`src/overlay_pkg.sv`:
```
package overlay_pkg;

  //////////////////////////////////////////////////////////////////////
  // modes, geometry, register map

  typedef enum logic [1:0] {LOADING, READY, PLAY, FAIL} game_mode_t;

  // glyph cell in pixels
  localparam int char_w = 8;
  localparam int char_h = 8;

  // axi byte offsets
  localparam logic [3:0] reg_mode  = 4'h0;
  localparam logic [3:0] reg_score = 4'h4;
  localparam logic [3:0] reg_blink = 4'h8;

  //////////////////////////////////////////////////////////////////////
  // strings and their boxes, in cell units

  // centre message, shared by loading, ready and lost
  localparam int main_col    = 13;
  localparam int main_row    = 17;
  // press and restart prompts
  localparam int prompt_col  = 4;
  localparam int prompt_row  = 2;
  localparam int heading_col = 11;
  localparam int heading_row = 0;
  localparam int score_col   = 5;
  localparam int score_row   = 1;

  // widest string in bytes
  localparam int max_txt_len = 32;

  // first character sits in the top byte
  localparam logic [8*10-1:0] txt_loading = "LOADING...";
  localparam logic [8*6-1:0]  txt_ready   = "READY!";
  localparam logic [8*11-1:0] txt_lost    = "YOU LOST :(";
  localparam logic [8*23-1:0] txt_press   = "PRESS ANY KEY TO START!";
  localparam logic [8*25-1:0] txt_restart = "PRESS RESET TO PLAY AGAIN";
  localparam logic [8*10-1:0] txt_heading = "HIGH SCORE";

  //////////////////////////////////////////////////////////////////////
  // 8x8 font, row 0 in the top byte, column 0 its msb

  localparam int glyph_count = 41;

  localparam logic [63:0][63:0] glyph_table = '{
    // space, then 0..9
    0:  64'h0000_0000_0000_0000, 1:  64'h3c66_6e76_6666_3c00,
    2:  64'h1838_1818_1818_7e00, 3:  64'h3c66_060c_3060_7e00,
    4:  64'h3c66_061c_0666_3c00, 5:  64'h0c1c_3c6c_7e0c_0c00,
    6:  64'h7e60_7c06_0666_3c00, 7:  64'h3c60_7c66_6666_3c00,
    8:  64'h7e06_0c18_3030_3000, 9:  64'h3c66_663c_6666_3c00,
    10: 64'h3c66_663e_060c_3800,
    // A..Z
    11: 64'h183c_6666_7e66_6600, 12: 64'h7c66_667c_6666_7c00,
    13: 64'h3c66_6060_6066_3c00, 14: 64'h786c_6666_666c_7800,
    15: 64'h7e60_607c_6060_7e00, 16: 64'h7e60_607c_6060_6000,
    17: 64'h3c66_606e_6666_3c00, 18: 64'h6666_667e_6666_6600,
    19: 64'h3c18_1818_1818_3c00, 20: 64'h1e0c_0c0c_0c6c_3800,
    21: 64'h666c_7870_786c_6600, 22: 64'h6060_6060_6060_7e00,
    23: 64'h6377_7f6b_6363_6300, 24: 64'h6676_7e7e_6e66_6600,
    25: 64'h3c66_6666_6666_3c00, 26: 64'h7c66_667c_6060_6000,
    27: 64'h3c66_6666_663c_0e00, 28: 64'h7c66_667c_786c_6600,
    29: 64'h3c66_603c_0666_3c00, 30: 64'h7e18_1818_1818_1800,
    31: 64'h6666_6666_6666_3c00, 32: 64'h6666_6666_663c_1800,
    33: 64'h6363_636b_7f77_6300, 34: 64'h6666_3c18_3c66_6600,
    35: 64'h6666_663c_1818_1800, 36: 64'h7e06_0c18_3060_7e00,
    // . ! : (
    37: 64'h0000_0000_0018_1800, 38: 64'h1818_1818_0000_1800,
    39: 64'h0018_1800_1818_0000, 40: 64'h0c18_3030_3018_0c00,
    default: 64'h0
  };

  // ascii to glyph index, anything unknown draws as space
  function automatic logic [5:0] glyph_code(input logic [7:0] ascii);
    if (ascii >= "0" && ascii <= "9") return 6'(ascii - 8'd47);
    if (ascii >= "A" && ascii <= "Z") return 6'(ascii - 8'd54);
    case (ascii)
      ".": return 6'd37;
      "!": return 6'd38;
      ":": return 6'd39;
      "(": return 6'd40;
      default: return 6'd0;
    endcase
  endfunction

  // character of txt under cell cx, cy; zero outside its box
  function automatic logic [7:0] cell_char(input logic [8*max_txt_len-1:0] txt,
                                           input int col, input int row,
                                           input int cx, input int cy);
    int len;
    len = 0;
    // string is right aligned, zero bytes above it
    for (int i = 0; i < max_txt_len; i++) begin
      if (txt[8*i +: 8] != 8'h00) len = i + 1;
    end
    if (cy != row || cx < col || cx >= col + len) return 8'h00;
    return txt[8*(len - 1 - (cx - col)) +: 8];
  endfunction

endpackage

```
`src/overlay_cfg_if.sv`:
```
interface overlay_cfg_if #(
  parameter int score_w     = 16,
  parameter int blink_cnt_w = 24
);

  overlay_pkg::game_mode_t mode;
  // raw binary score, converted downstream
  logic [score_w-1:0]      score;
  // half-period in clocks, zero keeps blinking text steady
  logic [blink_cnt_w-1:0]  blink_half;
  // one cycle per write of the blink register
  logic                    blink_restart;

  // register block side
  modport source (output mode, score, blink_half, blink_restart);
  // overlay side
  modport sink (input mode, score, blink_half, blink_restart);

endinterface

```
`src/overlay_regs.sv`:
```
module overlay_regs #(
  parameter int score_w     = 16,
  parameter int blink_cnt_w = 24
) (
  input  logic          clk,
  input  logic          rst_n,
  // write address and data, taken together
  input  logic [3:0]    awaddr,
  input  logic          awvalid,
  output logic          awready,
  input  logic [31:0]   wdata,
  input  logic [3:0]    wstrb,
  input  logic          wvalid,
  output logic          wready,
  output logic [1:0]    bresp,
  output logic          bvalid,
  input  logic          bready,
  // read
  input  logic [3:0]    araddr,
  input  logic          arvalid,
  output logic          arready,
  output logic [31:0]   rdata,
  output logic [1:0]    rresp,
  output logic          rvalid,
  input  logic          rready,
  overlay_cfg_if.source cfg
);

  overlay_pkg::game_mode_t mode_q;
  logic [score_w-1:0]      score_q;
  logic [blink_cnt_w-1:0]  blink_q;
  logic                    restart_q;
  logic [31:0]             mode_word;
  logic [31:0]             score_word;
  logic [31:0]             blink_word;
  logic [31:0]             mode_new;
  logic [31:0]             score_new;
  logic [31:0]             blink_new;
  logic [31:0]             rd_word;
  logic                    wr_ok;
  logic                    wr_fire;
  logic                    rd_fire;

  // strobed bytes replace the old ones
  function automatic logic [31:0] byte_merge(input logic [31:0] old_word,
                                             input logic [31:0] new_word,
                                             input logic [3:0]  strb);
    logic [31:0] res;
    res = old_word;
    for (int i = 0; i < 4; i++) begin
      if (strb[i]) res[8*i +: 8] = new_word[8*i +: 8];
    end
    return res;
  endfunction

  //////////////////////////////////////////////////////////////////////
  // handshakes

  // aw and w only when both are there, or both idle
  assign wr_ok   = !bvalid && (awvalid == wvalid);
  assign awready = wr_ok;
  assign wready  = wr_ok;
  assign wr_fire = wr_ok && awvalid;
  assign arready = !rvalid;
  assign rd_fire = arvalid && !rvalid;

  // always OKAY
  assign bresp = 2'b00;
  assign rresp = 2'b00;

  // zero-extended views, used for read-back and merge
  assign mode_word  = 32'(mode_q);
  assign score_word = 32'(score_q);
  assign blink_word = 32'(blink_q);
  assign mode_new   = byte_merge(mode_word, wdata, wstrb);
  assign score_new  = byte_merge(score_word, wdata, wstrb);
  assign blink_new  = byte_merge(blink_word, wdata, wstrb);

  always_ff @(posedge clk or negedge rst_n) begin
    if (!rst_n) begin
      mode_q    <= overlay_pkg::LOADING;
      score_q   <= '0;
      blink_q   <= '0;
      restart_q <= 1'b0;
      bvalid    <= 1'b0;
    end else begin
      restart_q <= 1'b0;
      if (bvalid && bready) bvalid <= 1'b0;
      if (wr_fire) begin
        bvalid <= 1'b1;
        case (awaddr)
          overlay_pkg::reg_mode:  mode_q  <= overlay_pkg::game_mode_t'(mode_new[1:0]);
          overlay_pkg::reg_score: score_q <= score_new[score_w-1:0];
          overlay_pkg::reg_blink: begin
            blink_q   <= blink_new[blink_cnt_w-1:0];
            restart_q <= 1'b1;
          end
          // unmapped, data dropped
          default: ;
        endcase
      end
    end
  end

  //////////////////////////////////////////////////////////////////////
  // read path

  always_comb begin
    case (araddr)
      overlay_pkg::reg_mode:  rd_word = mode_word;
      overlay_pkg::reg_score: rd_word = score_word;
      overlay_pkg::reg_blink: rd_word = blink_word;
      default:                rd_word = '0;
    endcase
  end

  always_ff @(posedge clk or negedge rst_n) begin
    if (!rst_n) begin
      rvalid <= 1'b0;
    end else if (rd_fire) begin
      rvalid <= 1'b1;
    end else if (rready) begin
      rvalid <= 1'b0;
    end
  end

  always_ff @(posedge clk) begin
    if (rd_fire) rdata <= rd_word;
  end

  assign cfg.mode          = mode_q;
  assign cfg.score         = score_q;
  assign cfg.blink_half    = blink_q;
  assign cfg.blink_restart = restart_q;

  // responses held until the host takes them
  a_bvalid_hold: assert property (@(posedge clk) disable iff (!rst_n)
    bvalid && !bready |=> bvalid);
  a_rvalid_hold: assert property (@(posedge clk) disable iff (!rst_n)
    rvalid && !rready |=> rvalid && $stable(rdata));

endmodule

```
`src/blink_timer.sv`:
```
module blink_timer #(
  parameter int cnt_w = 24
) (
  input  logic             clk,
  input  logic             rst_n,
  input  logic [cnt_w-1:0] half_period,
  input  logic             restart,
  output logic             phase
);

  logic [cnt_w-1:0] cnt;

  // phase flips every half_period clocks
  always_ff @(posedge clk or negedge rst_n) begin
    if (!rst_n) begin
      cnt   <= '0;
      phase <= 1'b0;
    end else if (restart || half_period == '0) begin
      // restart, or blinking off, parks on low phase
      cnt   <= '0;
      phase <= 1'b0;
    end else if (cnt >= half_period - 1'b1) begin
      // >= covers a period shortened mid-count
      cnt   <= '0;
      phase <= ~phase;
    end else begin
      cnt <= cnt + 1'b1;
    end
  end

endmodule

```
`src/score_bcd.sv`:
```
module score_bcd #(
  parameter int score_w = 16
) (
  input  logic [score_w-1:0] binary,
  // digits[3] is the thousands
  output logic [3:0][3:0]    digits
);

  localparam int max_score = 9999;

  logic [score_w-1:0] sat;
  logic [15:0]        bcd;

  // clamp to four digits
  assign sat = (binary > max_score) ? score_w'(max_score) : binary;

  //////////////////////////////////////////////////////////////////////
  // double dabble, msb first

  always_comb begin
    bcd = '0;
    for (int i = score_w - 1; i >= 0; i--) begin
      // add 3 to any digit of 5 or more before the shift
      for (int d = 0; d < 4; d++) begin
        if (bcd[4*d +: 4] >= 4'd5) bcd[4*d +: 4] = bcd[4*d +: 4] + 4'd3;
      end
      bcd = {bcd[14:0], sat[i]};
    end
  end

  // clamped value never overflows 16 bcd bits
  assign digits = bcd;

endmodule

```
`src/glyph_rom.sv`:
```
module glyph_rom (
  input  logic                                  clk,
  input  logic                                  rst_n,
  input  logic [5:0]                            code,
  input  logic [$clog2(overlay_pkg::char_h)-1:0] row,
  input  logic [$clog2(overlay_pkg::char_w)-1:0] col,
  output logic                                  pixel
);

  logic [5:0]                             code_q;
  logic [$clog2(overlay_pkg::char_h)-1:0] row_q;
  logic [$clog2(overlay_pkg::char_w)-1:0] col_q;
  logic [63:0]                            bits;

  // address stage, first pixel cycle
  always_ff @(posedge clk or negedge rst_n) begin
    if (!rst_n) begin
      code_q <= '0;
      row_q  <= '0;
      col_q  <= '0;
    end else begin
      code_q <= code;
      row_q  <= row;
      col_q  <= col;
    end
  end

  assign bits = overlay_pkg::glyph_table[code_q];

  // top row in the top byte, leftmost column in its msb
  assign pixel = bits[overlay_pkg::char_w * overlay_pkg::char_h - 1
                      - (int'(row_q) * overlay_pkg::char_w + int'(col_q))];

  // only glyphs the font defines
  a_addr_range: assert property (@(posedge clk) disable iff (!rst_n)
    code_q < overlay_pkg::glyph_count);

endmodule

```
`src/text_overlay.sv`:
```
module text_overlay #(
  parameter int score_w     = 16,
  parameter int blink_cnt_w = 24
) (
  input  logic        clk,
  input  logic        rst_n,
  overlay_cfg_if.sink cfg,
  input  logic [7:0]  sx,
  input  logic [8:0]  sy,
  output logic [3:0]  r,
  output logic [3:0]  g,
  output logic [3:0]  b
);

  logic            phase;
  logic [3:0][3:0] digits;
  logic [31:0]     score_txt;
  int              cx;
  int              cy;
  logic [7:0]      hit;
  logic            pixel;

  blink_timer #(
    .cnt_w (blink_cnt_w)
  ) u_blink (
    .clk         (clk),
    .rst_n       (rst_n),
    .half_period (cfg.blink_half),
    .restart     (cfg.blink_restart),
    .phase       (phase)
  );

  score_bcd #(
    .score_w (score_w)
  ) u_bcd (
    .binary (cfg.score),
    .digits (digits)
  );

  // digits as ascii, thousands in the top byte
  always_comb begin
    for (int i = 0; i < 4; i++) begin
      score_txt[8*i +: 8] = 8'h30 + 8'(digits[i]);
    end
  end

  // cell under the beam
  assign cx = int'(sx) / overlay_pkg::char_w;
  assign cy = int'(sy) / overlay_pkg::char_h;

  //////////////////////////////////////////////////////////////////////
  // string select per mode

  // boxes never overlap, so hits can be or-ed
  always_comb begin
    hit = 8'h00;
    case (cfg.mode)
      overlay_pkg::LOADING: begin
        hit = overlay_pkg::cell_char(overlay_pkg::txt_loading, overlay_pkg::main_col,
                                     overlay_pkg::main_row, cx, cy);
      end
      overlay_pkg::READY: begin
        // ready text on low phase, press prompt on high
        if (phase) begin
          hit = overlay_pkg::cell_char(overlay_pkg::txt_press, overlay_pkg::prompt_col,
                                       overlay_pkg::prompt_row, cx, cy);
        end else begin
          hit = overlay_pkg::cell_char(overlay_pkg::txt_ready, overlay_pkg::main_col,
                                       overlay_pkg::main_row, cx, cy);
        end
      end
      default: begin
        // play and fail both show heading and score
        hit = overlay_pkg::cell_char(overlay_pkg::txt_heading, overlay_pkg::heading_col,
                                     overlay_pkg::heading_row, cx, cy)
            | overlay_pkg::cell_char(score_txt, overlay_pkg::score_col,
                                     overlay_pkg::score_row, cx, cy);
        if (cfg.mode == overlay_pkg::FAIL) begin
          hit |= overlay_pkg::cell_char(overlay_pkg::txt_lost, overlay_pkg::main_col,
                                        overlay_pkg::main_row, cx, cy);
          // restart prompt blinks, low phase only
          if (!phase) begin
            hit |= overlay_pkg::cell_char(overlay_pkg::txt_restart, overlay_pkg::prompt_col,
                                          overlay_pkg::prompt_row, cx, cy);
          end
        end
      end
    endcase
  end

  // no hit is byte 0, which draws as space
  glyph_rom u_rom (
    .clk   (clk),
    .rst_n (rst_n),
    .code  (overlay_pkg::glyph_code(hit)),
    .row   (sy[$clog2(overlay_pkg::char_h)-1:0]),
    .col   (sx[$clog2(overlay_pkg::char_w)-1:0]),
    .pixel (pixel)
  );

  // colour stage, white on black
  always_ff @(posedge clk or negedge rst_n) begin
    if (!rst_n) begin
      r <= '0;
      g <= '0;
      b <= '0;
    end else begin
      r <= {4{pixel}};
      g <= {4{pixel}};
      b <= {4{pixel}};
    end
  end

endmodule

```
`src/overlay_top.sv`:
```
module overlay_top #(
  parameter int blink_cnt_w = 24,
  parameter int score_w     = 16
) (
  input  logic        clk,
  input  logic        rst_n,
  // axi4-lite slave
  input  logic [3:0]  awaddr,
  input  logic        awvalid,
  output logic        awready,
  input  logic [31:0] wdata,
  input  logic [3:0]  wstrb,
  input  logic        wvalid,
  output logic        wready,
  output logic [1:0]  bresp,
  output logic        bvalid,
  input  logic        bready,
  input  logic [3:0]  araddr,
  input  logic        arvalid,
  output logic        arready,
  output logic [31:0] rdata,
  output logic [1:0]  rresp,
  output logic        rvalid,
  input  logic        rready,
  // pixel in, colour two clocks later
  input  logic [7:0]  sx,
  input  logic [8:0]  sy,
  output logic [3:0]  r,
  output logic [3:0]  g,
  output logic [3:0]  b
);

  overlay_cfg_if #(
    .score_w     (score_w),
    .blink_cnt_w (blink_cnt_w)
  ) cfg_bus ();

  overlay_regs #(
    .score_w     (score_w),
    .blink_cnt_w (blink_cnt_w)
  ) u_regs (
    .clk     (clk),
    .rst_n   (rst_n),
    .awaddr  (awaddr),
    .awvalid (awvalid),
    .awready (awready),
    .wdata   (wdata),
    .wstrb   (wstrb),
    .wvalid  (wvalid),
    .wready  (wready),
    .bresp   (bresp),
    .bvalid  (bvalid),
    .bready  (bready),
    .araddr  (araddr),
    .arvalid (arvalid),
    .arready (arready),
    .rdata   (rdata),
    .rresp   (rresp),
    .rvalid  (rvalid),
    .rready  (rready),
    .cfg     (cfg_bus)
  );

  text_overlay #(
    .score_w     (score_w),
    .blink_cnt_w (blink_cnt_w)
  ) u_overlay (
    .clk   (clk),
    .rst_n (rst_n),
    .cfg   (cfg_bus),
    .sx    (sx),
    .sy    (sy),
    .r     (r),
    .g     (g),
    .b     (b)
  );

endmodule

```
`config.mk`:
```
export PLATFORM = sky130hd
export DESIGN_NAME = overlay_top
export DESIGN_NICKNAME = d
export VERILOG_FILES = /design/src/overlay_pkg.sv /design/src/overlay_cfg_if.sv /design/src/overlay_regs.sv /design/src/blink_timer.sv /design/src/score_bcd.sv /design/src/glyph_rom.sv /design/src/text_overlay.sv /design/src/overlay_top.sv
export SDC_FILE = /design/constraint.sdc
export NUM_CORES = 1
export LEC_CHECK = 0
export ABC_AREA = 1
export BUFFER_PORTS_ARGS = -buffer_cell sky130_fd_sc_hd__buf_4
export CORE_ASPECT_RATIO = 0.7
export CORE_MARGIN = 4
export CORE_UTILIZATION = 55
export DETAILED_ROUTE_END_ITERATION = 16
export GPL_TIMING_DRIVEN = 0
export PLACE_DENSITY = 0.79
export SYNTH_ARGS = -nofsm -noshare
export SYNTH_HDL_FRONTEND = slang
export SYNTH_SLANG_ARGS = --single-unit
```
`constraint.sdc`:
```
create_clock -name clk -period 12.4 [get_ports clk]
set_input_delay 1.24 -clock clk [delete_from_list [all_inputs] [get_ports clk]]
set_output_delay 1.24 -clock clk [all_outputs]
set_load 0.1 [all_outputs]
```
==> summary.log, run 1 <==
INFO  run_status     outcome=completed
INFO  synthesis      mappedNetlistArea=0.0129sqmm
INFO  setup_path     worst-endpoint-required=12690ps
INFO  synthesis      synth_cell_type_count=59
INFO  worst_hold_path hold_path_end=u_regs.cfg.blink_half[0]$_DFFE_PN0P_
INFO  global_route   first_global_vias=13400
INFO  layout         layout.cell_area.non_filler=0.0143sqmm
INFO  place          port_buffers=99
INFO  timing         timing.final.hold_violations=0
INFO  setup_path     regToRegStartpoint=u_regs.cfg.score[14]$_DFFE_PN0P_
INFO  clocking       cts.repair_timing.setup_buffer_count=0
INFO  layout         area_delta_synth_final=11.5%
INFO  clocking       cts_repair_resize_count=0
INFO  die            start_util=0.563
INFO  layout         final.fill_count=2084
INFO  setup_path     crit_path_max_incr_delay=410ps
INFO  setup_path     worst-endpoint-arrival=9950ps
INFO  global_route   grt_overflow_total=0
INFO  synthesis      ys_ff_latch=107
INFO  worst_hold_path hold_path_class=flop to flop
INFO  place          dp_hpwl=33.4mm
INFO  synthesis      post-synth-top-area-fraction=0.161
INFO  clocking       worst_setup_hold_path_clk_slew=80ps
INFO  global_route   grt_pass1_wl=67.7mm
INFO  drt            first_pass_iters=8
INFO  drt            final_antenna_violating_net_count=0
INFO  timing         timing.final.setup_violations=0
INFO  global_route   largest_net_degree_at_the_start_of_global_routing=84
INFO  setup_path     critPathBufInv=11
INFO  synthesis      synth.largest_area_cell=sky130_fd_sc_hd__dfrtp_1
INFO  layout         finish.utilization=0.628
INFO  worst_hold_path min_path_cells=2
INFO  clocking       cts_made_buffers=9
INFO  timing         clock-skew-final=11.2ps
INFO  synthesis      netlist_instances=2026
INFO  drt            routed-via-count=14600
INFO  setup_path     reg2reg_depth=78
INFO  drt            average_routed_wire_per_standard_cell=17.3um
INFO  timing         rsz_0062_raised_after_global_routing=no
INFO  clocking       cts-root-to-sink-buffers=2
INFO  synthesis      edff_count_synth=24
INFO  global_route   antenna_found_initial=0
INFO  synthesis      seq_area_frac_synth=0.217
INFO  setup_path     setup.reg_to_reg.worst_slack=2740ps
INFO  clocking       insertion_delay=360ps
INFO  setup_path     worst_setup_path_end_kind=flop
INFO  global_route   groute.usage.overall=0.319
INFO  synthesis      average_cell_area_after_synthesis=6.35squm
INFO  place          finalWeightedCongestion=1.07
INFO  die            ios=121
INFO  timing         timing_worst_slew_pin_value=1140ps
INFO  setup_path     crit_path_frequent_cell=sky130_fd_sc_hd__nand2_1
INFO  timing         fin_ws=2740ps
INFO  drt            detail_route.iter0.violations=1788
INFO  drt            avgViaCountPerCell=5.93
INFO  die            die_height=136um
INFO  synthesis      async_flop_share=0.776
INFO  layout         nNetsFinal=2312
INFO  run            maxCapViolations=0
INFO  synthesis      ys_top_cells_by_count=sky130_fd_sc_hd__nand2_1, sky130_fd_sc_hd__inv_1, sky130_fd_sc_hd__nor2_1
INFO  worst_hold_path hold_path_startpoint=u_regs.cfg.blink_half[0]$_DFFE_PN0P_
INFO  die            floorplan.core_area=0.0228sqmm
INFO  synthesis      yosys_warnings=0
INFO  die            rows=46
INFO  die            die_area=0.0259sqmm
INFO  layout         antennaDiodeCount=0
INFO  place          post_dp_cell_area=0.0140sqmm
INFO  timing         final.setup.tns=0ps
INFO  timing         relSlewSlack=0.236
INFO  layout         post_route_cells_drive_above_1_share=0.119
INFO  timing         maxSlewViolCount=0
INFO  timing         post-route-period-util=0.779
INFO  setup_path     worst_setup_path_start_kind=flop
INFO  timing         max_freq=104MHz
INFO  synthesis      ys.flop_type=sky130_fd_sc_hd__dfrtp_1
INFO  timing         timing.final.crit_period=9660ps
INFO  clocking       cts.htree.levels=3
INFO  clocking       clock_tree.root_cell=sky130_fd_sc_hd__clkbuf_16
INFO  clocking       cts_tree=yes
INFO  setup_path     endpoint_of_the_worst_slack_reg_to_reg_timing_path=u_overlay.u_rom.code_q[5]$_DFF_PN0_
INFO  clocking       hold_buffers=0
INFO  synthesis      yosysMostFrequentCell=sky130_fd_sc_hd__nand2_1
INFO  die            die_w=191um
INFO  setup_path     critPathSlowestCell=sky130_fd_sc_hd__dfrtp_1
INFO  layout         combined_area_of_the_multi_input_logic_cells=0.00861sqmm
INFO  layout         layout.area.seq=0.00280sqmm
INFO  synthesis      synthTopCellsByArea=sky130_fd_sc_hd__dfrtp_1, sky130_fd_sc_hd__nand2_1, sky130_fd_sc_hd__ha_1, sky130_fd_sc_hd__inv_1, sky130_fd_sc_hd__nor2_1
INFO  drt            route.final.wire_length=42.5mm
INFO  drt            drcViolationCount=0
INFO  setup_path     crit_family=simple AND/OR/NAND/NOR gates
INFO  place          dp_worst_setup_slack=2880ps
INFO  clocking       number_of_clock_sinks=107
INFO  setup_path     worst-path-max-fanout=6
INFO  setup_path     timing_worst_setup_path_type=flop to flop
[cell usage in the layout (no fill, tap or decap), types with 43 or more instances in the layout]
master and n:
sky130_fd_sc_hd__o21ai_0 149, sky130_fd_sc_hd__nor2_1 251, sky130_fd_sc_hd__nor3_1 44, sky130_fd_sc_hd__ha_1 97, sky130_fd_sc_hd__a21oi_1 94, sky130_fd_sc_hd__xor2_1 43, sky130_fd_sc_hd__nand2_1 428, sky130_fd_sc_hd__dfrtp_1 83
sky130_fd_sc_hd__inv_1 273, sky130_fd_sc_hd__buf_4 126, sky130_fd_sc_hd__nand3_1 139
[how the worst max path moves through the flow]
| stage | start | to | cells after the start |
|---|---|---|---|
| 6_report | u_regs.cfg.score[14]$_DFFE_PN0P_ | u_overlay.u_rom.code_q[5]$_DFF_PN0_ | 78 |
| 4_1_cts | u_regs.cfg.score[14]$_DFFE_PN0P_ | u_overlay.u_rom.code_q[5]$_DFF_PN0_ | 78 |
| 5_1_grt | u_regs.cfg.score[14]$_DFFE_PN0P_ | u_overlay.u_rom.code_q[0]$_DFF_PN0_ | 80 |
| 3_5_place_dp | u_regs.cfg.score[14]$_DFFE_PN0P_ | u_overlay.u_rom.code_q[5]$_DFF_PN0_ | 78 |
| 2_1_floorplan | u_regs.cfg.score[14]$_DFFE_PN0P_ | u_overlay.u_rom.code_q[5]$_DFF_PN0_ | 78 |
| 3_3_place_gp | u_regs.cfg.score[14]$_DFFE_PN0P_ | u_overlay.u_rom.code_q[2]$_DFF_PN0_ | 78 |
[flip-flops by register name, summed over array words and instances (netlist names)]
register / cells
u_overlay.u_blink.phase: 1
u_overlay.u_blink.cnt: 24
u_overlay.u_rom.row_q: 3
u_regs.bvalid: 1
u_overlay.u_rom.code_q: 6
u_overlay.r: 1
u_regs.cfg.blink_restart: 1
u_regs.cfg.score: 16
u_regs.cfg.mode: 2
u_regs.rvalid: 1
u_regs.rdata: 24
u_overlay.u_rom.col_q: 3
u_regs.cfg.blink_half: 24
[through the flow]
step | cells | hold slack (ps)
floorplan | 2037 | 453
global placement | 2448 | 471
detailed placement | 2448 | 480
CTS | 2464 | 497
global route | 2464 | 540
finish | 2464 | 496
[logic make-up (layout without fill, tap and decap cells)]
logic type,Yosys count,count (layout),synth area share
fa+ha+maj,97,97,0.0943
simple gates,1006,1006,0.350
buf+inv,372,487,0.117
other cells,1,12,0.000291
flops,107,107,0.217
xor+xnor,57,57,0.0394
compound gates,386,386,0.182
[worst register-to-register path: cells and delay by family (launching register included)]
family,cells,cell delay (ps)
simple gates,54,5820
fa+ha+maj,11,2300
buf+inv,11,750
flops,1,410
compound gates,2,290
[per-layer routing]
| metal | wire (um) | vias up | GRT usage |
|---|---|---|---|
| met2 | 18300 | 859 | 0.504 |
| met3 | 4700 | 98 | 0.0734 |
| met4 | 958 | 0 | 0.0738 |
| li1 | - | 6962 | - |
| met1 | 18500 | 6698 | 0.448 |
| met5 | 0 | - | 0 |
[final cells by class]
type / instances / share of cell area
inverter: 301 / 0.0787
buffer: 71 / 0.0257
tap: 312 / 0.0272
sequential: 107 / 0.195
clock buffer: 9 / 0.0157
multi-input combinational: 1558 / 0.600
clock inverter: 7 / 0.00584
timing repair buffer: 99 / 0.0518
Power of run 1 is left out: the tool's default activity adds up to more than one toggle a clock period on the data nets, which glitch-free logic cannot reach.
==> run 2, diff against run 1 <==
--- a/config.mk
+++ b/config.mk
@@ -5,14 +5,14 @@
 export SDC_FILE = /design/constraint.sdc
 export NUM_CORES = 1
 export LEC_CHECK = 0
-export ABC_AREA = 1
+export ABC_AREA = 0
 export BUFFER_PORTS_ARGS = -buffer_cell sky130_fd_sc_hd__buf_4
 export CORE_ASPECT_RATIO = 0.7
 export CORE_MARGIN = 4
 export CORE_UTILIZATION = 55
 export DETAILED_ROUTE_END_ITERATION = 16
 export GPL_TIMING_DRIVEN = 0
-export PLACE_DENSITY = 0.79
+export PLACE_DENSITY = 0.81
 export SYNTH_ARGS = -nofsm -noshare
 export SYNTH_HDL_FRONTEND = slang
 export SYNTH_SLANG_ARGS = --single-unit
==> constraint.sdc (replaced) <==
create_clock -name clk -period 7.9 [get_ports clk]
set_input_delay 0.79 -clock clk [delete_from_list [all_inputs] [get_ports clk]]
set_output_delay 0.79 -clock clk [all_outputs]
set_load 0.1 [all_outputs]
==> run 2 against run 1 <==
- the flow now finishes with violations (negative setup slack)
- global-route usage grew 3.7 points
- final cell count shrank 2.1%
- synthesized cell count shrank 7.7%
- clock-buffer cell count did not move
- wire length is 27% higher
- maximum frequency decreased by 14%
- sequential share of layout area fell by 3.2 points
- worst setup slack worse by 6100 ps
- utilization increased by 6.2 points
- critical path depth is 18 lower
- first-iteration DRC count is 36% higher
- flip-flop and latch count unchanged
- critical path type unchanged
- largest cell class unchanged
==> summary.log, run 2 <==
INFO  clocking       worst_setup_hold_path_clk_slew=80ps
INFO  die            die_w=199um
INFO  timing         timing.final.crit_period=11240ps
INFO  timing         maxSlewViolCount=0
INFO  run            maxCapViolations=0
INFO  layout         layout.area.seq=0.00280sqmm
INFO  die            ios=121
INFO  layout         layout.cells.most_common_list=sky130_fd_sc_hd__buf_4, sky130_fd_sc_hd__nor2_1, sky130_fd_sc_hd__nand2_1
INFO  timing         final.hold.worst_slack=507ps
INFO  global_route   antenna_found_initial=0
INFO  setup_path     worst-path-max-fanout=7
INFO  setup_path     worst-endpoint-required=8140ps
INFO  layout         mostFrequentLayoutCell=sky130_fd_sc_hd__buf_4
INFO  layout         area_delta_synth_final=22.2%
INFO  setup_path     reg2reg_depth=60
INFO  worst_hold_path hold_path_startpoint=u_regs.bvalid$_DFFE_PN0P_
INFO  timing         timing_worst_slew_pin_value=1330ps
INFO  worst_hold_path hold_path_class=flop to flop
INFO  clocking       cts_tree=yes
INFO  synthesis      ys.flop_type=sky130_fd_sc_hd__dfrtp_1
INFO  timing         final.setup.tns=-18970ps
INFO  timing         timing.final.hold_violations=0
INFO  die            die_area=0.0283sqmm
INFO  synthesis      async_flop_share=0.776
INFO  setup_path     crit_path_frequent_cell=sky130_fd_sc_hd__ha_4
INFO  timing         timing.final.setup_violations=6
INFO  timing         rsz_0062_raised_after_global_routing=yes
INFO  setup_path     crit_path_max_incr_delay=590ps
INFO  layout         finish.utilization=0.690
INFO  die            die_height=142um
INFO  synthesis      yosys_warnings=0
INFO  timing         relSlewSlack=0.0987
INFO  setup_path     setup.reg_to_reg.worst_slack=-3340ps
INFO  place          dp_hpwl=37.5mm
INFO  clocking       cts_made_buffers=9
INFO  setup_path     regToRegStartpoint=u_regs.cfg.score[14]$_DFFE_PN0P_
INFO  clocking       cts.htree.levels=3
INFO  global_route   first_global_vias=15300
INFO  clocking       clock_tree.root_cell=sky130_fd_sc_hd__clkbuf_16
INFO  synthesis      post-synth-top-area-fraction=0.147
INFO  drt            avgViaCountPerCell=6.83
INFO  layout         nNetsFinal=2246
INFO  drt            met2_wirelength=23.7mm
INFO  synthesis      synth.largest_area_cell=sky130_fd_sc_hd__dfrtp_1
INFO  synthesis      synthTopCellsByArea=sky130_fd_sc_hd__dfrtp_1, sky130_fd_sc_hd__ha_1, sky130_fd_sc_hd__a21oi_1, sky130_fd_sc_hd__nor2_1, sky130_fd_sc_hd__nand2_1
INFO  place          finalWeightedCongestion=1.03
INFO  setup_path     critPathBufInv=12
INFO  synthesis      ys_ff_latch=107
INFO  drt            route.top_layer_used=met4
INFO  timing         max_freq=89.0MHz
INFO  setup_path     endpoint_of_the_worst_slack_reg_to_reg_timing_path=u_overlay.u_rom.code_q[0]$_DFF_PN0_
INFO  timing         clock-skew-final=7.64ps
INFO  setup_path     worst_setup_path_start_kind=flop
INFO  place          post-place-cells=2306
INFO  synthesis      mappedNetlistArea=0.0141sqmm
INFO  setup_path     worst_setup_path_end_kind=flop
INFO  synthesis      ys_top_cells_by_count=sky130_fd_sc_hd__nor2_1, sky130_fd_sc_hd__nand2_1, sky130_fd_sc_hd__a21oi_1
INFO  clocking       cts-root-to-sink-buffers=2
INFO  layout         post_route_cells_drive_above_1_share=0.222
INFO  setup_path     worst-endpoint-arrival=11490ps
INFO  drt            first_pass_iters=6
INFO  setup_path     critPathSlowestCell=sky130_fd_sc_hd__or4b_4
INFO  drt            routed-via-count=16500
INFO  timing         post-route-period-util=1.42
INFO  clocking       insertion_delay=350ps
INFO  drt            route.final.wire_length=54.1mm
INFO  drt            drcViolationCount=0
INFO  timing         fin_ws=-3340ps
INFO  drt            route.met3.wl=6.55mm
INFO  die            start_util=0.565
INFO  synthesis      seq_area_frac_synth=0.199
INFO  drt            detail_route.iter0.violations=2440
INFO  place          port_buffers=99
INFO  drt            average_routed_wire_per_standard_cell=22.4um
INFO  global_route   largest_net_degree_at_the_start_of_global_routing=84
INFO  drt            wirelength_met1=22.0mm
INFO  die            rows=48
INFO  setup_path     timing_worst_setup_path_type=flop to flop
INFO  layout         combined_area_of_the_multi_input_logic_cells=0.0112sqmm
INFO  clocking       number_of_clock_sinks=107
INFO  run_status     outcome=finished with violations
INFO  drt            final_antenna_violating_net_count=0
INFO  synthesis      yosysMostFrequentCell=sky130_fd_sc_hd__nor2_1
INFO  worst_hold_path hold_path_end=u_regs.bvalid$_DFFE_PN0P_
INFO  die            floorplan.core_area=0.0249sqmm
INFO  setup_path     startpoint=u_regs.cfg.score[14]$_DFFE_PN0P_
INFO  run_status     failed_checks=negative setup slack
INFO  synthesis      synth_cell_type_count=116
INFO  synthesis      netlist_instances=1870
INFO  layout         final.fill_count=1932
INFO  layout         fin_cells=2412
INFO  synthesis      average_cell_area_after_synthesis=7.53squm
INFO  global_route   grt_pass1_wl=82.2mm
INFO  global_route   grt_overflow_total=0
INFO  synthesis      edff_count_synth=24
INFO  setup_path     crit_family=compound AO/OA/AOI/OAI gates
INFO  global_route   groute.usage.overall=0.356
INFO  clocking       hold_buffers=0
INFO  worst_hold_path min_path_cells=1
==> run 2: what timing repair did <==
item	4_1_cts	5_1_grt
gates cloned	0	0
endpoints found under the setup margin	6	6
pin swaps	58	53
gates resized for setup	78	46
buffers inserted	66	29
==> run 2: per-stage QoR <==
stage	setup WS (ps)	area [sq um]
global route	-3620	17200
detailed placement	-4420	15600
CTS	-3030	16800
finish	-3340	17200
floorplan	-2920	14400
global placement	-4050	15500
==> run 2: area by class of cell <==
cell class	instances	share of cell area
clock buffer	9	0.0131
antenna	1	0.000145
inverter	82	0.0191
timing repair buffer	193	0.0865
tap	325	0.0236
clock inverter	7	0.00778
multi-input combinational	1567	0.652
sequential	107	0.163
buffer	121	0.0356
==> run 2: worst register-to-register path: cells and delay by family (launching register included) <==
family / cells / cell delay [ps]
AO/OA/AOI/OAI: 18 / 3790
XOR/XNOR: 1 / 280
adder cells (fa/ha/maj): 9 / 1630
buffers and inverters: 12 / 1150
flip-flops: 1 / 380
multiplexers: 5 / 1130
AND/OR/NAND/NOR: 15 / 2770
==> run 2: metal layers <==
| layer | GRT usage | up-vias |
|---|---|---|
| met5 | 0 | - |
| met4 | 0.0917 | 0 |
| met3 | 0.0798 | 192 |
| met2 | 0.560 | 1210 |
| met1 | 0.498 | 7746 |
| li1 | - | 7333 |
==> run 2: cell families after synthesis <==
kind of cell	after synthesis	share of synthesized area
and+or+nand+nor	694	0.237
AOI/OAI and AO/OA	595	0.289
buffers and inverters	207	0.0657
DFF	107	0.199
adders and majority gates	98	0.0869
xor gates and xnor gates	84	0.0552
muxes	84	0.0672
other	1	0.000266
==> run 2: worst max-delay path by stage <==
stage,depth (start not counted),endpoint
floorplan,57,u_overlay.u_rom.code_q[0]$_DFF_PN0_
global placement,56,u_overlay.u_rom.code_q[0]$_DFF_PN0_
detailed placement,56,u_overlay.u_rom.code_q[0]$_DFF_PN0_
CTS,57,u_overlay.u_rom.code_q[0]$_DFF_PN0_
global route,60,u_overlay.u_rom.code_q[0]$_DFF_PN0_
finish,60,u_overlay.u_rom.code_q[0]$_DFF_PN0_
Power of run 2 is left out for the same reason.
